## config.mk

```make
export PLATFORM = sky130hd
export DESIGN_NAME = dbg_i2c_top
export DESIGN_NICKNAME = d
export VERILOG_FILES = /design/src/logic/dbg_pkg.sv /design/src/logic/dbg_i2c_line_filter.sv /design/src/logic/dbg_i2c_slave.sv /design/src/logic/dbg_reg_bank.sv /design/src/logic/dbg_i2c_top.sv
export VERILOG_INCLUDE_DIRS = /design/src /design/src/logic
export SDC_FILE = /design/constraint.sdc
export NUM_CORES = 1
export LEC_CHECK = 0
export BUFFER_PORTS_ARGS = -buffer_cell sky130_fd_sc_hd__clkbuf_2
export CAP_MARGIN = 15
export CORE_ASPECT_RATIO = 1.25
export CORE_MARGIN = 4
export CORE_UTILIZATION = 40
export DETAILED_ROUTE_END_ITERATION = 6
export PLACE_DENSITY = 0.57
export SYNTH_ARGS = -nofsm -noshare
export SYNTH_HDL_FRONTEND = slang
export SYNTH_SLANG_ARGS = --single-unit
```

## constraint.sdc

```tcl
create_clock -name dbg_clk -period 5.41 [get_ports dbg_clk]
set_input_delay 0.541 -clock dbg_clk [delete_from_list [all_inputs] [get_ports dbg_clk]]
set_output_delay 0.541 -clock dbg_clk [all_outputs]
set_load 0.02 [all_outputs]
```

## src/logic/dbg_cfg.svh

```systemverilog
// Build constants of the debug I2C unit, included by every file that needs widths or the map
`ifndef DBG_CFG_SVH
`define DBG_CFG_SVH

// Datapath widths
`define DBG_ADDR_W        6          // Register address, bits 5..0 of the command byte
`define DBG_DATA_W        16         // Register word
`define DBG_MEM_DEPTH     64         // Debug memory words

// Identity returned by the ID register
`define DBG_ID_VALUE      16'h4D31

// Register map
`define DBG_REG_ID        6'h00      // Read-only
`define DBG_REG_SCRATCH0  6'h01
`define DBG_REG_SCRATCH1  6'h02
`define DBG_REG_MEM_ADDR  6'h05      // Memory index
`define DBG_REG_MEM_DATA  6'h06      // Memory port, index advances on each access

// Broadcast address matching, 1 enables it
`define DBG_I2C_BROADCAST 1'b1

`endif

```

## src/logic/dbg_pkg.sv

```systemverilog
// Shared types of the debug I2C unit, referenced by scoped name from every RTL file
`include "dbg_cfg.svh"

package dbg_pkg;

  // ==========================================================
  // Vector types
  // ==========================================================
  typedef logic [`DBG_ADDR_W-1:0]             dbg_addr_t;      // Register address
  typedef logic [`DBG_DATA_W-1:0]             dbg_word_t;      // Register data
  typedef logic [7:0]                         dbg_byte_t;      // One I2C byte
  typedef logic [6:0]                         i2c_dev_addr_t;  // 7-bit device address
  typedef logic [$clog2(`DBG_MEM_DEPTH)-1:0]  mem_idx_t;       // Memory index

  // ==========================================================
  // State machines
  // ==========================================================

  // Bit level protocol engine
  typedef enum logic [2:0] {
    RX_ADDR, RX_ADDR_ACK, RX_DATA, RX_DATA_ACK, TX_DATA, TX_DATA_ACK
  } i2c_state_e;

  // Debug command sequencer
  typedef enum logic [2:0] {
    RX_CMD, RX_BYTE_LO, RX_BYTE_HI, TX_BYTE_LO, TX_BYTE_HI
  } dbg_state_e;

endpackage

```

## src/logic/dbg_i2c_line_filter.sv

```systemverilog
// Brings the raw I2C pins into dbg_clk, votes out glitches and flags edges, START and STOP
`timescale 1ns/1ns

module dbg_i2c_line_filter (
  input  logic dbg_clk,
  input  logic dbg_rst,
  input  logic scl_pin,       // Raw bus lines
  input  logic sda_pin,
  output logic scl,           // Filtered levels
  output logic sda_in,
  output logic scl_fe,        // One-cycle edge pulses
  output logic scl_re,
  output logic scl_sample,    // Data sample point, 2 cycles after scl_re
  output logic sda_in_re,
  output logic start_detect,
  output logic stop_detect
);

  // Bit 1 carries SCL, bit 0 carries SDA
  logic [1:0] sync_q1;
  logic [1:0] sync_q2;
  logic [1:0] hist_q0;
  logic [1:0] hist_q1;
  logic [1:0] maj;
  logic [1:0] maj_dly;
  logic [1:0] scl_re_dly;
  logic       sda_in_fe;

  // ==========================================================
  // Synchronizer and majority vote
  // ==========================================================

  always_ff @(posedge dbg_clk or posedge dbg_rst) begin
    if (dbg_rst) begin
      sync_q1 <= 2'b11;           // Idle bus reads high
      sync_q2 <= 2'b11;
      hist_q0 <= 2'b11;
      hist_q1 <= 2'b11;
    end else begin
      sync_q1 <= {scl_pin, sda_pin};
      sync_q2 <= sync_q1;
      hist_q0 <= sync_q2;         // Sample history for the vote
      hist_q1 <= hist_q0;
    end
  end

  // Two of three samples win, per line
  assign maj = (sync_q2 & hist_q0) | (sync_q2 & hist_q1) | (hist_q0 & hist_q1);

  // ==========================================================
  // Edge detection
  // ==========================================================

  always_ff @(posedge dbg_clk or posedge dbg_rst) begin
    if (dbg_rst) begin
      maj_dly    <= 2'b11;
      scl_re_dly <= 2'b00;
    end else begin
      maj_dly    <= maj;
      scl_re_dly <= {scl_re_dly[0], scl_re};   // Lets SDA settle before sampling
    end
  end

  assign scl        = maj[1];
  assign sda_in     = maj[0];
  assign scl_fe     = maj_dly[1] & ~maj[1];
  assign scl_re     = ~maj_dly[1] & maj[1];
  assign sda_in_fe  = maj_dly[0] & ~maj[0];
  assign sda_in_re  = ~maj_dly[0] & maj[0];
  assign scl_sample = scl_re_dly[1];

  // SDA moving while SCL is high marks bus conditions
  assign start_detect = sda_in_fe & scl;
  assign stop_detect  = sda_in_re & scl;

endmodule

```

## src/logic/dbg_i2c_slave.sv

```systemverilog
// I2C slave engine, decodes debug commands into one-cycle register write and read strobes
`timescale 1ns/1ns
`include "dbg_cfg.svh"

module dbg_i2c_slave (
  input  logic                   dbg_clk,
  input  logic                   dbg_rst,
  input  logic                   scl,             // Filtered bus from the line filter
  input  logic                   sda_in,
  input  logic                   scl_fe,
  input  logic                   scl_re,
  input  logic                   scl_sample,
  input  logic                   sda_in_re,
  input  logic                   start_detect,
  input  logic                   stop_detect,
  input  dbg_pkg::i2c_dev_addr_t dev_addr,        // Own address
  input  dbg_pkg::i2c_dev_addr_t broadcast_addr,
  input  dbg_pkg::dbg_word_t     dbg_dout,        // Register bank read data
  output dbg_pkg::dbg_addr_t     dbg_addr,
  output dbg_pkg::dbg_word_t     dbg_din,
  output logic                   dbg_wr,
  output logic                   dbg_rd,
  output logic                   sda_out          // 0 pulls SDA low, 1 releases
);

  dbg_pkg::i2c_state_e i2c_state;
  dbg_pkg::i2c_state_e i2c_state_nxt;
  dbg_pkg::dbg_state_e dbg_state;
  dbg_pkg::dbg_state_e dbg_state_nxt;

  logic [8:0]         shift_buf;        // Byte with a marker bit below it
  logic [8:0]         shift_buf_nxt;
  logic               i2c_active_seq;
  logic               i2c_active;
  logic               i2c_init;
  logic               addr_match;
  logic               addr_not_valid;
  logic               mst_ack;          // Master acknowledged our byte
  logic               shift_rx_en;
  logic               shift_tx_en_pre;
  logic               shift_rx_done;
  logic               shift_tx_done;
  logic               rx_init;
  logic               tx_init;
  logic               rx_shift;
  logic               tx_shift;
  logic               rx_data_done;
  logic               cmd_valid;
  logic               rx_lo_valid;
  logic               rx_hi_valid;
  logic               dbg_bw;           // Byte width command
  dbg_pkg::dbg_byte_t shift_tx_val;
  dbg_pkg::dbg_byte_t din_lo;
  dbg_pkg::dbg_byte_t din_hi;

  // ==========================================================
  // Sequence tracking
  // ==========================================================

  // Own address, or the broadcast one when enabled
  assign addr_match = (shift_buf[7:1] == dev_addr) ||
                      (`DBG_I2C_BROADCAST && (shift_buf[7:1] == broadcast_addr));
  assign addr_not_valid = (i2c_state == dbg_pkg::RX_ADDR) && shift_rx_done && !addr_match;

  always_ff @(posedge dbg_clk or posedge dbg_rst) begin
    if (dbg_rst)
      i2c_active_seq <= 1'b0;
    else if (start_detect)
      i2c_active_seq <= 1'b1;
    else if (stop_detect || addr_not_valid)
      i2c_active_seq <= 1'b0;                 // Other device addressed, stay off the bus
  end

  assign i2c_active = i2c_active_seq & ~stop_detect;
  assign i2c_init   = ~i2c_active | start_detect;   // Repeated START restarts too

  // ==========================================================
  // Protocol FSM
  // ==========================================================

  always_comb begin
    i2c_state_nxt = i2c_state;
    if (i2c_init) begin
      i2c_state_nxt = dbg_pkg::RX_ADDR;
    end else begin
      case (i2c_state)
        dbg_pkg::RX_ADDR:
          if (shift_rx_done && addr_match) i2c_state_nxt = dbg_pkg::RX_ADDR_ACK;
        dbg_pkg::RX_ADDR_ACK:                 // R/W bit picks the direction
          if (scl_fe) i2c_state_nxt = shift_buf[0] ? dbg_pkg::TX_DATA : dbg_pkg::RX_DATA;
        dbg_pkg::RX_DATA:
          if (shift_rx_done) i2c_state_nxt = dbg_pkg::RX_DATA_ACK;
        dbg_pkg::RX_DATA_ACK:
          if (scl_fe) i2c_state_nxt = dbg_pkg::RX_DATA;
        dbg_pkg::TX_DATA:
          if (shift_tx_done) i2c_state_nxt = dbg_pkg::TX_DATA_ACK;
        dbg_pkg::TX_DATA_ACK:                 // NACK ends the read
          if (scl_fe) i2c_state_nxt = mst_ack ? dbg_pkg::TX_DATA : dbg_pkg::RX_ADDR;
        default:
          i2c_state_nxt = dbg_pkg::RX_ADDR;
      endcase
    end
  end

  always_ff @(posedge dbg_clk or posedge dbg_rst) begin
    if (dbg_rst) i2c_state <= dbg_pkg::RX_ADDR;
    else         i2c_state <= i2c_state_nxt;
  end

  // Master ACK sampled mid-bit, an SDA release cancels it
  always_ff @(posedge dbg_clk or posedge dbg_rst) begin
    if (dbg_rst)
      mst_ack <= 1'b0;
    else if (scl_sample && (i2c_state == dbg_pkg::TX_DATA_ACK))
      mst_ack <= ~sda_in;
    else if (sda_in_re)
      mst_ack <= 1'b0;
  end

  // ==========================================================
  // Shift buffer
  // ==========================================================

  assign shift_rx_en     = (i2c_state == dbg_pkg::RX_ADDR) || (i2c_state == dbg_pkg::RX_DATA);
  assign shift_tx_en_pre = (i2c_state_nxt == dbg_pkg::TX_DATA) ||
                           (i2c_state_nxt == dbg_pkg::TX_DATA_ACK);

  // Marker reaching bit 8 means eight bits in, or eight bits out
  assign shift_rx_done = shift_rx_en & scl_fe & shift_buf[8];
  assign shift_tx_done = (i2c_state == dbg_pkg::TX_DATA) & scl_fe & (shift_buf == 9'h100);

  assign rx_init  = i2c_init |
                    ((i2c_state == dbg_pkg::RX_ADDR_ACK) & scl_fe & ~shift_buf[0]) |
                    ((i2c_state == dbg_pkg::RX_DATA_ACK) & scl_fe);
  assign tx_init  = scl_re & (((i2c_state == dbg_pkg::RX_ADDR_ACK) & shift_buf[0]) |
                              (i2c_state == dbg_pkg::TX_DATA_ACK));
  assign rx_shift = shift_rx_en & scl_sample & scl;     // SCL must still be high
  assign tx_shift = shift_tx_en_pre & scl_fe & (shift_buf != 9'h100);

  always_comb begin
    if (rx_init)       shift_buf_nxt = 9'h001;
    else if (tx_init)  shift_buf_nxt = {shift_tx_val, 1'b1};
    else if (rx_shift) shift_buf_nxt = {shift_buf[7:0], sda_in};
    else if (tx_shift) shift_buf_nxt = {shift_buf[7:0], 1'b0};    // MSB leaves first
    else               shift_buf_nxt = shift_buf;
  end

  always_ff @(posedge dbg_clk or posedge dbg_rst) begin
    if (dbg_rst) shift_buf <= 9'h001;
    else         shift_buf <= shift_buf_nxt;
  end

  // SDA moves only while SCL is low, ACK or transmitted zero pulls it
  always_ff @(posedge dbg_clk or posedge dbg_rst) begin
    if (dbg_rst)
      sda_out <= 1'b1;
    else if (scl_fe)
      sda_out <= ~((i2c_state_nxt == dbg_pkg::RX_ADDR_ACK) ||
                   (i2c_state_nxt == dbg_pkg::RX_DATA_ACK) ||
                   (tx_shift && !shift_buf[8]));
  end

  // ==========================================================
  // Debug command sequencer
  // ==========================================================

  assign rx_data_done = shift_rx_done & (i2c_state == dbg_pkg::RX_DATA);
  assign cmd_valid    = rx_data_done & (dbg_state == dbg_pkg::RX_CMD);
  assign rx_lo_valid  = rx_data_done & (dbg_state == dbg_pkg::RX_BYTE_LO);
  assign rx_hi_valid  = rx_data_done & (dbg_state == dbg_pkg::RX_BYTE_HI);

  always_comb begin
    dbg_state_nxt = dbg_state;
    case (dbg_state)
      dbg_pkg::RX_CMD:        // Bit 7 is write
        if (rx_data_done) dbg_state_nxt = shift_buf[7] ? dbg_pkg::RX_BYTE_LO : dbg_pkg::TX_BYTE_LO;
      dbg_pkg::RX_BYTE_LO:
        if (rx_data_done) dbg_state_nxt = dbg_bw ? dbg_pkg::RX_CMD : dbg_pkg::RX_BYTE_HI;
      dbg_pkg::RX_BYTE_HI:
        if (rx_data_done) dbg_state_nxt = dbg_pkg::RX_CMD;
      dbg_pkg::TX_BYTE_LO:
        if (shift_tx_done) dbg_state_nxt = dbg_bw ? dbg_pkg::RX_CMD : dbg_pkg::TX_BYTE_HI;
      dbg_pkg::TX_BYTE_HI:
        if (shift_tx_done) dbg_state_nxt = dbg_pkg::RX_CMD;
      default:
        dbg_state_nxt = dbg_pkg::RX_CMD;
    endcase
  end

  always_ff @(posedge dbg_clk or posedge dbg_rst) begin
    if (dbg_rst)          dbg_state <= dbg_pkg::RX_CMD;
    else if (stop_detect) dbg_state <= dbg_pkg::RX_CMD;   // STOP aborts a partial command
    else                  dbg_state <= dbg_state_nxt;
  end

  // Address and width held from the command byte
  always_ff @(posedge dbg_clk or posedge dbg_rst) begin
    if (dbg_rst) begin
      dbg_bw   <= 1'b0;
      dbg_addr <= '0;
    end else if (cmd_valid) begin
      dbg_bw   <= shift_buf[6];
      dbg_addr <= shift_buf[`DBG_ADDR_W-1:0];
    end
  end

  // Write data, low byte first
  always_ff @(posedge dbg_clk) begin
    if (rx_lo_valid) begin
      din_lo <= shift_buf[7:0];
      din_hi <= '0;                 // Byte write zero-extends
    end else if (rx_hi_valid) begin
      din_hi <= shift_buf[7:0];
    end
  end

  assign dbg_din = {din_hi, din_lo};

  // Strobes, one cycle after the closing SCL falling edge
  always_ff @(posedge dbg_clk or posedge dbg_rst) begin
    if (dbg_rst) begin
      dbg_wr <= 1'b0;
      dbg_rd <= 1'b0;
    end else begin
      dbg_wr <= dbg_bw ? rx_lo_valid : rx_hi_valid;
      dbg_rd <= cmd_valid & ~shift_buf[7];
    end
  end

  assign shift_tx_val = (dbg_state == dbg_pkg::TX_BYTE_HI) ? dbg_dout[15:8] : dbg_dout[7:0];

endmodule

```

## src/logic/dbg_reg_bank.sv

```systemverilog
// Debug register bank, scratch registers plus the auto-incrementing debug memory
`timescale 1ns/1ns
`include "dbg_cfg.svh"

module dbg_reg_bank (
  input  logic               dbg_clk,
  input  logic               dbg_rst,
  input  dbg_pkg::dbg_addr_t dbg_addr,     // Held from the command byte
  input  dbg_pkg::dbg_word_t dbg_din,
  input  logic               dbg_wr,       // One-cycle strobes
  input  logic               dbg_rd,
  output dbg_pkg::dbg_word_t dbg_dout
);

  dbg_pkg::dbg_word_t scratch0;
  dbg_pkg::dbg_word_t scratch1;
  dbg_pkg::dbg_word_t rd_hold;          // MEM_DATA read value
  dbg_pkg::mem_idx_t  mem_idx;
  dbg_pkg::mem_idx_t  mem_idx_inc;
  dbg_pkg::dbg_word_t mem [`DBG_MEM_DEPTH];
  logic               sel_mem_data;
  logic               mem_wr;
  logic               mem_rd;

  assign sel_mem_data = (dbg_addr == `DBG_REG_MEM_DATA);
  assign mem_wr       = dbg_wr & sel_mem_data;
  assign mem_rd       = dbg_rd & sel_mem_data;

  // Wraps at the memory depth
  assign mem_idx_inc = (mem_idx == dbg_pkg::mem_idx_t'(`DBG_MEM_DEPTH - 1)) ? '0 :
                       mem_idx + 1'b1;

  // ==========================================================
  // Scratch registers
  // ==========================================================

  always_ff @(posedge dbg_clk or posedge dbg_rst) begin
    if (dbg_rst) begin
      scratch0 <= '0;
      scratch1 <= '0;
    end else if (dbg_wr) begin
      case (dbg_addr)
        `DBG_REG_SCRATCH0: scratch0 <= dbg_din;
        `DBG_REG_SCRATCH1: scratch1 <= dbg_din;
        default: ;                      // ID and unmapped ignore writes
      endcase
    end
  end

  // ==========================================================
  // Debug memory
  // ==========================================================

  always_ff @(posedge dbg_clk or posedge dbg_rst) begin
    if (dbg_rst)
      mem_idx <= '0;
    else if (dbg_wr && (dbg_addr == `DBG_REG_MEM_ADDR))
      mem_idx <= dbg_pkg::mem_idx_t'(dbg_din);   // Upper bits dropped
    else if (mem_wr || mem_rd)
      mem_idx <= mem_idx_inc;                    // Step on every data access
  end

  always_ff @(posedge dbg_clk) begin
    if (mem_wr)
      mem[mem_idx] <= dbg_din;
    if (mem_rd)
      rd_hold <= mem[mem_idx];      // Valid well before the next SCL rise
  end

  // Read mux on the held address
  always_comb begin
    case (dbg_addr)
      `DBG_REG_ID:       dbg_dout = `DBG_ID_VALUE;
      `DBG_REG_SCRATCH0: dbg_dout = scratch0;
      `DBG_REG_SCRATCH1: dbg_dout = scratch1;
      `DBG_REG_MEM_ADDR: dbg_dout = dbg_pkg::dbg_word_t'(mem_idx);
      `DBG_REG_MEM_DATA: dbg_dout = rd_hold;
      default:           dbg_dout = '0;           // Unmapped
    endcase
  end

endmodule

```

## src/logic/dbg_i2c_top.sv

```systemverilog
// Top of the debug I2C access path, joining the line filter, slave engine and register bank
`timescale 1ns/1ns

module dbg_i2c_top (
  input  logic                   dbg_clk,
  input  logic                   dbg_rst,
  input  logic                   scl_pin,          // Bus pins, SDA as seen on the wire
  input  logic                   sda_pin,
  input  dbg_pkg::i2c_dev_addr_t dev_addr,
  input  dbg_pkg::i2c_dev_addr_t broadcast_addr,
  output logic                   sda_out           // Open-drain drive, 0 pulls low
);

  // Filtered bus
  logic scl;
  logic sda_in;
  logic scl_fe;
  logic scl_re;
  logic scl_sample;
  logic sda_in_re;
  logic start_detect;
  logic stop_detect;

  // Register access
  dbg_pkg::dbg_addr_t dbg_addr;
  dbg_pkg::dbg_word_t dbg_din;
  dbg_pkg::dbg_word_t dbg_dout;
  logic               dbg_wr;
  logic               dbg_rd;

  dbg_i2c_line_filter i_filter (
    .dbg_clk      (dbg_clk),
    .dbg_rst      (dbg_rst),
    .scl_pin      (scl_pin),
    .sda_pin      (sda_pin),
    .scl          (scl),
    .sda_in       (sda_in),
    .scl_fe       (scl_fe),
    .scl_re       (scl_re),
    .scl_sample   (scl_sample),
    .sda_in_re    (sda_in_re),
    .start_detect (start_detect),
    .stop_detect  (stop_detect)
  );

  dbg_i2c_slave i_slave (
    .dbg_clk        (dbg_clk),
    .dbg_rst        (dbg_rst),
    .scl            (scl),
    .sda_in         (sda_in),
    .scl_fe         (scl_fe),
    .scl_re         (scl_re),
    .scl_sample     (scl_sample),
    .sda_in_re      (sda_in_re),
    .start_detect   (start_detect),
    .stop_detect    (stop_detect),
    .dev_addr       (dev_addr),
    .broadcast_addr (broadcast_addr),
    .dbg_dout       (dbg_dout),
    .dbg_addr       (dbg_addr),
    .dbg_din        (dbg_din),
    .dbg_wr         (dbg_wr),
    .dbg_rd         (dbg_rd),
    .sda_out        (sda_out)
  );

  dbg_reg_bank i_regs (
    .dbg_clk  (dbg_clk),
    .dbg_rst  (dbg_rst),
    .dbg_addr (dbg_addr),
    .dbg_din  (dbg_din),
    .dbg_wr   (dbg_wr),
    .dbg_rd   (dbg_rd),
    .dbg_dout (dbg_dout)
  );

endmodule

```

==> results_dict.tcl, run 1 <==
set metrics [dict create \
    routedWlPerCell_um 31.3 \
    cp.arrival_ps 4130 \
    root_buffer "clkbuf_16" \
    rsz0062_at_grt "no" \
    yosys_warnings 0 \
    cts_tree "yes" \
    cts.sinks 1133 \
    crit_chain "nor4b_2, and2_1, and3_1, nand2_1, nor2_2" \
    yosys.area_share.simple_pct 3.97 \
    drt_iter0_drc 3116 \
    cts_setup_buffers 0 \
    portBuffers 18 \
    area_delta_synth_final_pct 13.2 \
    synth-xor-area-share_pct 0.274 \
    cp.required_ps 5730 \
    finalPower_mw 17.4 \
    grt_pass1_vias 25302 \
    dr.pass1.iters 7 \
    ant_nets 0 \
    setup_viol 0 \
    crit_path_max_incr_delay_ps 910 \
    drc 10 \
    wirelength_mm 130 \
    final_cells 4150 \
    worstSkewPairLatency_ps 720 \
    synth-seq-cells 1133 \
    synth_area_per_cell_um2 17.8 \
    cts_hold_buffers 3 \
    power_density_nw_per_um2 344 \
    grt_max_degree 69 \
    syn_area_um2 44800 \
    cts-resized-gates 0 \
    coreArea_um2 111000 \
    ff2ff_setup_slack_ps 1600 \
    violations "design-rule violations" \
    design.die.area_um2 117000 \
    clockBufferDepth 3 \
    htreeDepth 3 \
    drive_above_1_share_pct 22.4 \
    cap_violations 0 \
    synth_nets 2528 \
    io_pins 19 \
    synth_top_area_share_pct 70.3 \
    critPathLaunchType "flop" \
    post-route-period-util_pct 70.5 \
    grt-ovfl-total 0 \
    hold_violations 0 \
    p_leak_nw 15.4 \
    vias 25260 \
    max_freq_mhz 262 \
    synth-compound-area-share_pct 7.96 \
    rows 136 \
    synthArstFlopShare_pct 6.80 \
    synth_top_family_by_area "multiplexers" \
    via_per_inst 6.09 \
    synth_area_leaders "edfxtp_1 (70%), mux4_2 (5.1%), dfrtp_1 (3.6%)" \
    dpl.hpwl_mm 77.3 \
    synth_fa_ha_area_share_pct 0.0755 \
    muxShareOfSynthArea_pct 10.7 \
    grt_first_pass_wirelength_mm 187 \
    path_buf_inv 0 \
    whs_ps 355 \
    synth_edf_count 1048 \
    worst_pin_slew_ps 1260 \
    yosysTopAreaCell "edfxtp_1" \
    ys.flop_type "edfxtp_1" \
    cts_buffers 108 \
    worstSetupPathType "flop to flop" \
    fin_crit_ps 3810 \
    path_delay_family "simple AND/OR/NAND/NOR gates" \
    nNetsFinal 2629 \
    critPathMaxFanout 17 \
    hold_class "flop to flop" \
    place_inst 3946 \
    die_height_um 382 \
    die_w_um 307 \
    netlist_instances 2509 \
    slowest_stage "nor2_2" \
    antenna_found_initial 4 \
    start_util_pct 40.5 \
    grt_usage_pct 21.9 \
    slew_headroom_pct 16.3 \
    peakVddDrop_mv 0.303 \
    place.gp.congestion 0.958 \
    fin_tns_setup_ps 0 \
    cts.clk_slew.worst_paths_ps 70 \
    slew_violations 0 \
    status "finished, violations left" \
    ys_types 82 \
    critPathCaptureType "flop" \
    yosysSeqAreaShare_pct 75.0 \
    clock-skew-final_ps 34.4 \
]
-- report_power, final --
| group | switching, mW | internal (mW) |
|---|---|---|
| Sequential | 0.0623 | 9.45 |
| Combinational | 0.0634 | 0.0587 |
| Clock | 3.29 | 4.49 |
| Total | 3.42 | 14.0 |
-- cells by family (layout without fill, tap and decap cells) --
logic type      Yosys count  count (layout)
simple gates            368             368
xor+xnor                 14              14
buf+inv                 173             364
fa+ha+maj                 3               3
flops                  1133            1133
compound gates          481             481
mux                     337             337
other cells               0               1
-- Yosys cell counts, types with 8 or more instances --
library cell / instances
nand3_1: 29
mux2_2: 121
edfxtp_1: 1048
a21oi_1: 65
dfstp_2: 12
dfrtp_1: 65
dfxtp_1: 8
buf_4: 23
o21ai_0: 50
nor3_1: 11
o22ai_1: 53
o22a_1: 9
a22o_1: 18
nor2_1: 135
buf_2: 69
a221o_1: 21
nand4_1: 13
a31oi_1: 19
nor2b_1: 19
clkbuf_1: 45
o2bb2ai_1: 31
a221oi_1: 107
and2_1: 12
a22oi_1: 60
mux2i_1: 113
buf_6: 10
xnor2_1: 8
mux4_2: 102
nand2_1: 94
o221ai_1: 11
buf_1: 17
-- path summary, 6_finish.rpt --
kind | start | end | cells past startpoint
min in group asynchronous | dbg_rst | i_regs.scratch1[0] | 3
max in group asynchronous | dbg_rst | i_slave.shift_buf[1] | 4
min reg2reg | i_filter.scl_re_dly[0] | i_filter.scl_re_dly[1] | 0
min | i_filter.scl_re_dly[0] | i_filter.scl_re_dly[1] | 0
max reg2reg | i_slave.dbg_addr[2] | i_regs.mem[34][7] | 5
max | i_slave.dbg_addr[2] | i_regs.mem[34][7] | 5
-- cell type report --
type / count / area (um2)
antenna: 1 / 2.50
inverter: 9 / 37.5
clock buffer: 133 / 2870
fill: 9407 / 59900
sequential: 1133 / 33600
tap: 1449 / 1810
multi-input combinational: 1203 / 10400
clock inverter: 67 / 768
timing repair buffer: 155 / 1220
-- metrics by stage --
stage	setup slack, ps	util (%)	cell area [um2]
6_report	1600	45.8	50700
5_1_grt	1410	45.8	50700
4_1_cts	1650	45.8	50700
3_5_place_dp	1660	42.5	47000
3_3_place_gp	1590	42.5	47000
2_1_floorplan	2490	-	44800
-- metal layers --
layer | vias to the layer above | track usage (%) | part of all wire [%]
li1 | 10458 | - | -
met1 | 13165 | 27.8 | 38
met2 | 1316 | 36.3 | 49
met3 | 319 | 3.86 | 7.9
met4 | 2 | 11.2 | 5.5
met5 | - | 0 | 0.010
-- flip-flops by register name, indices dropped and copies added (netlist names), 2 cells and up --
register             flops
i_filter.hist_q0         2
i_filter.hist_q1         2
i_filter.maj_dly         2
i_filter.scl_re_dly      2
i_filter.sync_q1         2
i_filter.sync_q2         2
i_regs.mem            1024
i_regs.mem_idx           6
i_regs.rd_hold          16
i_regs.scratch0         16
i_regs.scratch1         16
i_slave.dbg_addr         6
i_slave.dbg_state        3
i_slave.din_hi           8
i_slave.din_lo           8
i_slave.i2c_state        3
i_slave.shift_buf        9
-- placed cells by master (no fill, tap or decap), drive strengths merged, types with 7 or more instances in the layout --
master / Yosys / layout
a21oi: 65 / 65
a221o: 21 / 21
a221oi: 107 / 107
a22o: 18 / 18
a22oi: 60 / 60
a31oi: 20 / 20
and2: 13 / 13
buf: 119 / 134
bufinv: 0 / 15
clkbuf: 45 / 151
clkinv: 1 / 43
dfrtp: 65 / 65
dfstp: 12 / 12
dfxtp: 8 / 8
edfxtp: 1048 / 1048
inv: 8 / 13
mux2: 122 / 122
mux2i: 113 / 113
mux4: 102 / 102
nand2: 97 / 97
nand2b: 7 / 7
nand3: 29 / 29
nand4: 13 / 13
nor2: 136 / 136
nor2b: 19 / 19
nor3: 11 / 11
nor4: 7 / 7
o21ai: 51 / 51
o221ai: 12 / 12
o22a: 9 / 9
o22ai: 53 / 53
o2bb2ai: 31 / 31
xnor2: 8 / 8
Power figures use the tool's default switching activity.
==> run 2: changes to the inputs <==
==> constraint.sdc (replaced) <==
create_clock -name dbg_clk -period 3.55 [get_ports dbg_clk]
set_input_delay 0.355 -clock dbg_clk [delete_from_list [all_inputs] [get_ports dbg_clk]]
set_output_delay 0.355 -clock dbg_clk [all_outputs]
set_load 0.02 [all_outputs]
==> results_dict.tcl, run 2 (synthesized netlist as in run 1, its figures left out) <==
set metrics [dict create \
    status "complete, no violations" \
    place_area_um2 48000 \
    wirelength_mm 132 \
    whs_ps 268 \
    hold_class "primary input to asynchronous set/reset pin" \
    htreeDepth 3 \
    crit_chain "buf_12, mux4_2, mux2i_1, o22ai_1, nor2_1, o221ai_1, or3b_1" \
    die_height_um 382 \
    largest_register_ffs 1024 \
    slowest_stage "dfrtp_4" \
    coreArea_um2 111000 \
    cts_buffers 106 \
    crit_path_max_incr_delay_ps 770 \
    power_density_nw_per_um2 506 \
    slew_headroom_pct 21.3 \
    routedWlPerCell_um 31.1 \
    rows 136 \
    die_w_um 307 \
    peakVddDrop_mv 0.446 \
    fin_crit_ps 3260 \
    power.switching_mw 5.16 \
    nFillCells 9347 \
    wl_met3_mm 10.2 \
    cts_tree "yes" \
    n_antenna_cell 0 \
    worst_pin_slew_ps 1180 \
    vias 25525 \
    drt_iter0_drc 2941 \
    post-route-period-util_pct 91.8 \
    power_frac_seq_pct 55.7 \
    cts.clk_slew.worst_paths_ps 70 \
    grt_usage_pct 22.4 \
    seqCellArea_um2 33600 \
    cts-resized-gates 0 \
    clockBufferDepth 3 \
    wl_met2_mm 64.7 \
    max_freq_mhz 307 \
    fin_tns_setup_ps 0 \
    mostFrequentLayoutCells "edfxtp_1 (1048), buf_4 (212), nor2_1 (127)" \
    slew_violations 0 \
    top_register "i_regs.mem" \
    internal_power_mw 20.9 \
    cp.arrival_ps 3720 \
    cts.sinks 1133 \
    grt-ovfl-total 0 \
    drc 0 \
    wl_met1_mm 50.2 \
    area_delta_synth_final_pct 15.0 \
    dpl.hpwl_mm 82.8 \
    start_util_pct 40.5 \
    postLayoutCellArea_um2 51500 \
    io_pins 19 \
    portBuffers 18 \
    place.gp.congestion 0.912 \
    setup_viol 0 \
    layout_commonest_cell "edfxtp_1" \
    rsz0062_at_grt "no" \
    setup_ws_ps 289 \
    multi_input_area_um2 10400 \
    grt_first_pass_wirelength_mm 190 \
    ant_nets 0 \
    nNetsFinal 2729 \
    drive_above_1_share_pct 24.8 \
    top_layer "met4" \
    switching_share_pct 19.8 \
    clock-skew-final_ps 52.4 \
    worstSetupPathType "flop to flop" \
    via_per_inst 6.01 \
    design.die.area_um2 117000 \
    hold_violations 0 \
    worstSkewPairLatency_ps 730 \
    final_util_pct 46.5 \
    cap_violations 0 \
    pre_cts_ws_ps 328 \
    critPathLaunchType "flop" \
    cp.required_ps 4010 \
    grt_pass1_vias 25564 \
    clkPwrFrac_pct 43.6 \
    critPathCaptureType "flop" \
    dr.pass1.iters 6 \
    grt_max_degree 68 \
    critPathMaxFanout 50 \
    p_leak_nw 15.9 \
    root_buffer "clkbuf_16" \
    power_frac_comb_pct 0.7 \
    antenna_found_initial 4 \
]
==> run 2: cell types whose count changed in the layout (fill, tap and decap cells not counted), moves of 4 or more <==
cell and delta:
buf_4 +85, buf_12 +17, clkinv_2 -6, clkbuf_8 -5, clkinv_1 +5, bufinv_16 -4, clkinvlp_4 +4
==> run 2: worst max-delay path, delay by kind of cell, from the launching register on <==
family	cells	cell delay, ps
DFF	1	770
and+or+nand+nor	2	650
AOI/OAI and AO/OA	2	610
muxes	2	570
buffers and inverters	1	330
==> run 2: final cells by class <==
type	count	area share, %
Tap cell	1449	3.52
Multi-Input combinational cell	1203	20.1
Timing Repair Buffer	257	4.27
Clock buffer	129	5.36
Inverter	9	0.0729
Sequential cell	1133	65.3
Clock inverter	67	1.37
==> run 2: worst paths after layout <==
path                       slack (ps)                  end           startpoint  depth (start not counted)
min                               270   i_regs.scratch1[8]              dbg_rst                          3
max                               290    i_regs.rd_hold[9]    i_regs.mem_idx[2]                          7
max reg2reg                       290    i_regs.rd_hold[9]    i_regs.mem_idx[2]                          7
min reg2reg                       340  i_filter.sync_q2[0]  i_filter.sync_q1[0]                          0
max in group asynchronous        2460    i_regs.mem_idx[0]              dbg_rst                          4
min in group dbg_clk              290  i_filter.sync_q1[0]              sda_pin                          2
==> run 2: power by group through the flow <==
| stage | Combinational [mW] | Clock, mW | Sequential [mW] |
|---|---|---|---|
| 3_5_place_dp | 0.187 | 0 | 14.8 |
| 6_report | 0.188 | 11.3 | 14.5 |
| 4_1_cts | 0.191 | 11.6 | 14.5 |
| 5_1_grt | 0.213 | 12.1 | 14.5 |
| 3_3_place_gp | 0.181 | 0 | 14.8 |
| 2_1_floorplan | 0.203 | 0 | 14.7 |
==> run 2: per-layer routing <==
metal,up-vias,GRT usage (%)
met5,-,0
met4,0,11.1
met3,288,3.49
met2,1232,37.2
met1,13347,28.9
li1,10658,-
==> run 2: repair_timing <==
item                                   in CTS  in global routing
buffers inserted                            0                  0
hold buffers                                3                  0
endpoints found under the hold margin      23                  0
==> run 2: stage by stage <==
step / total power, mW / std cells
after floorplan: 14.9 / 2509
after global placement: 15.0 / 4045
after detailed placement: 15.0 / 4047
after CTS: 26.2 / 4246
after global routing: 26.8 / 4247
final: 26.0 / 4247
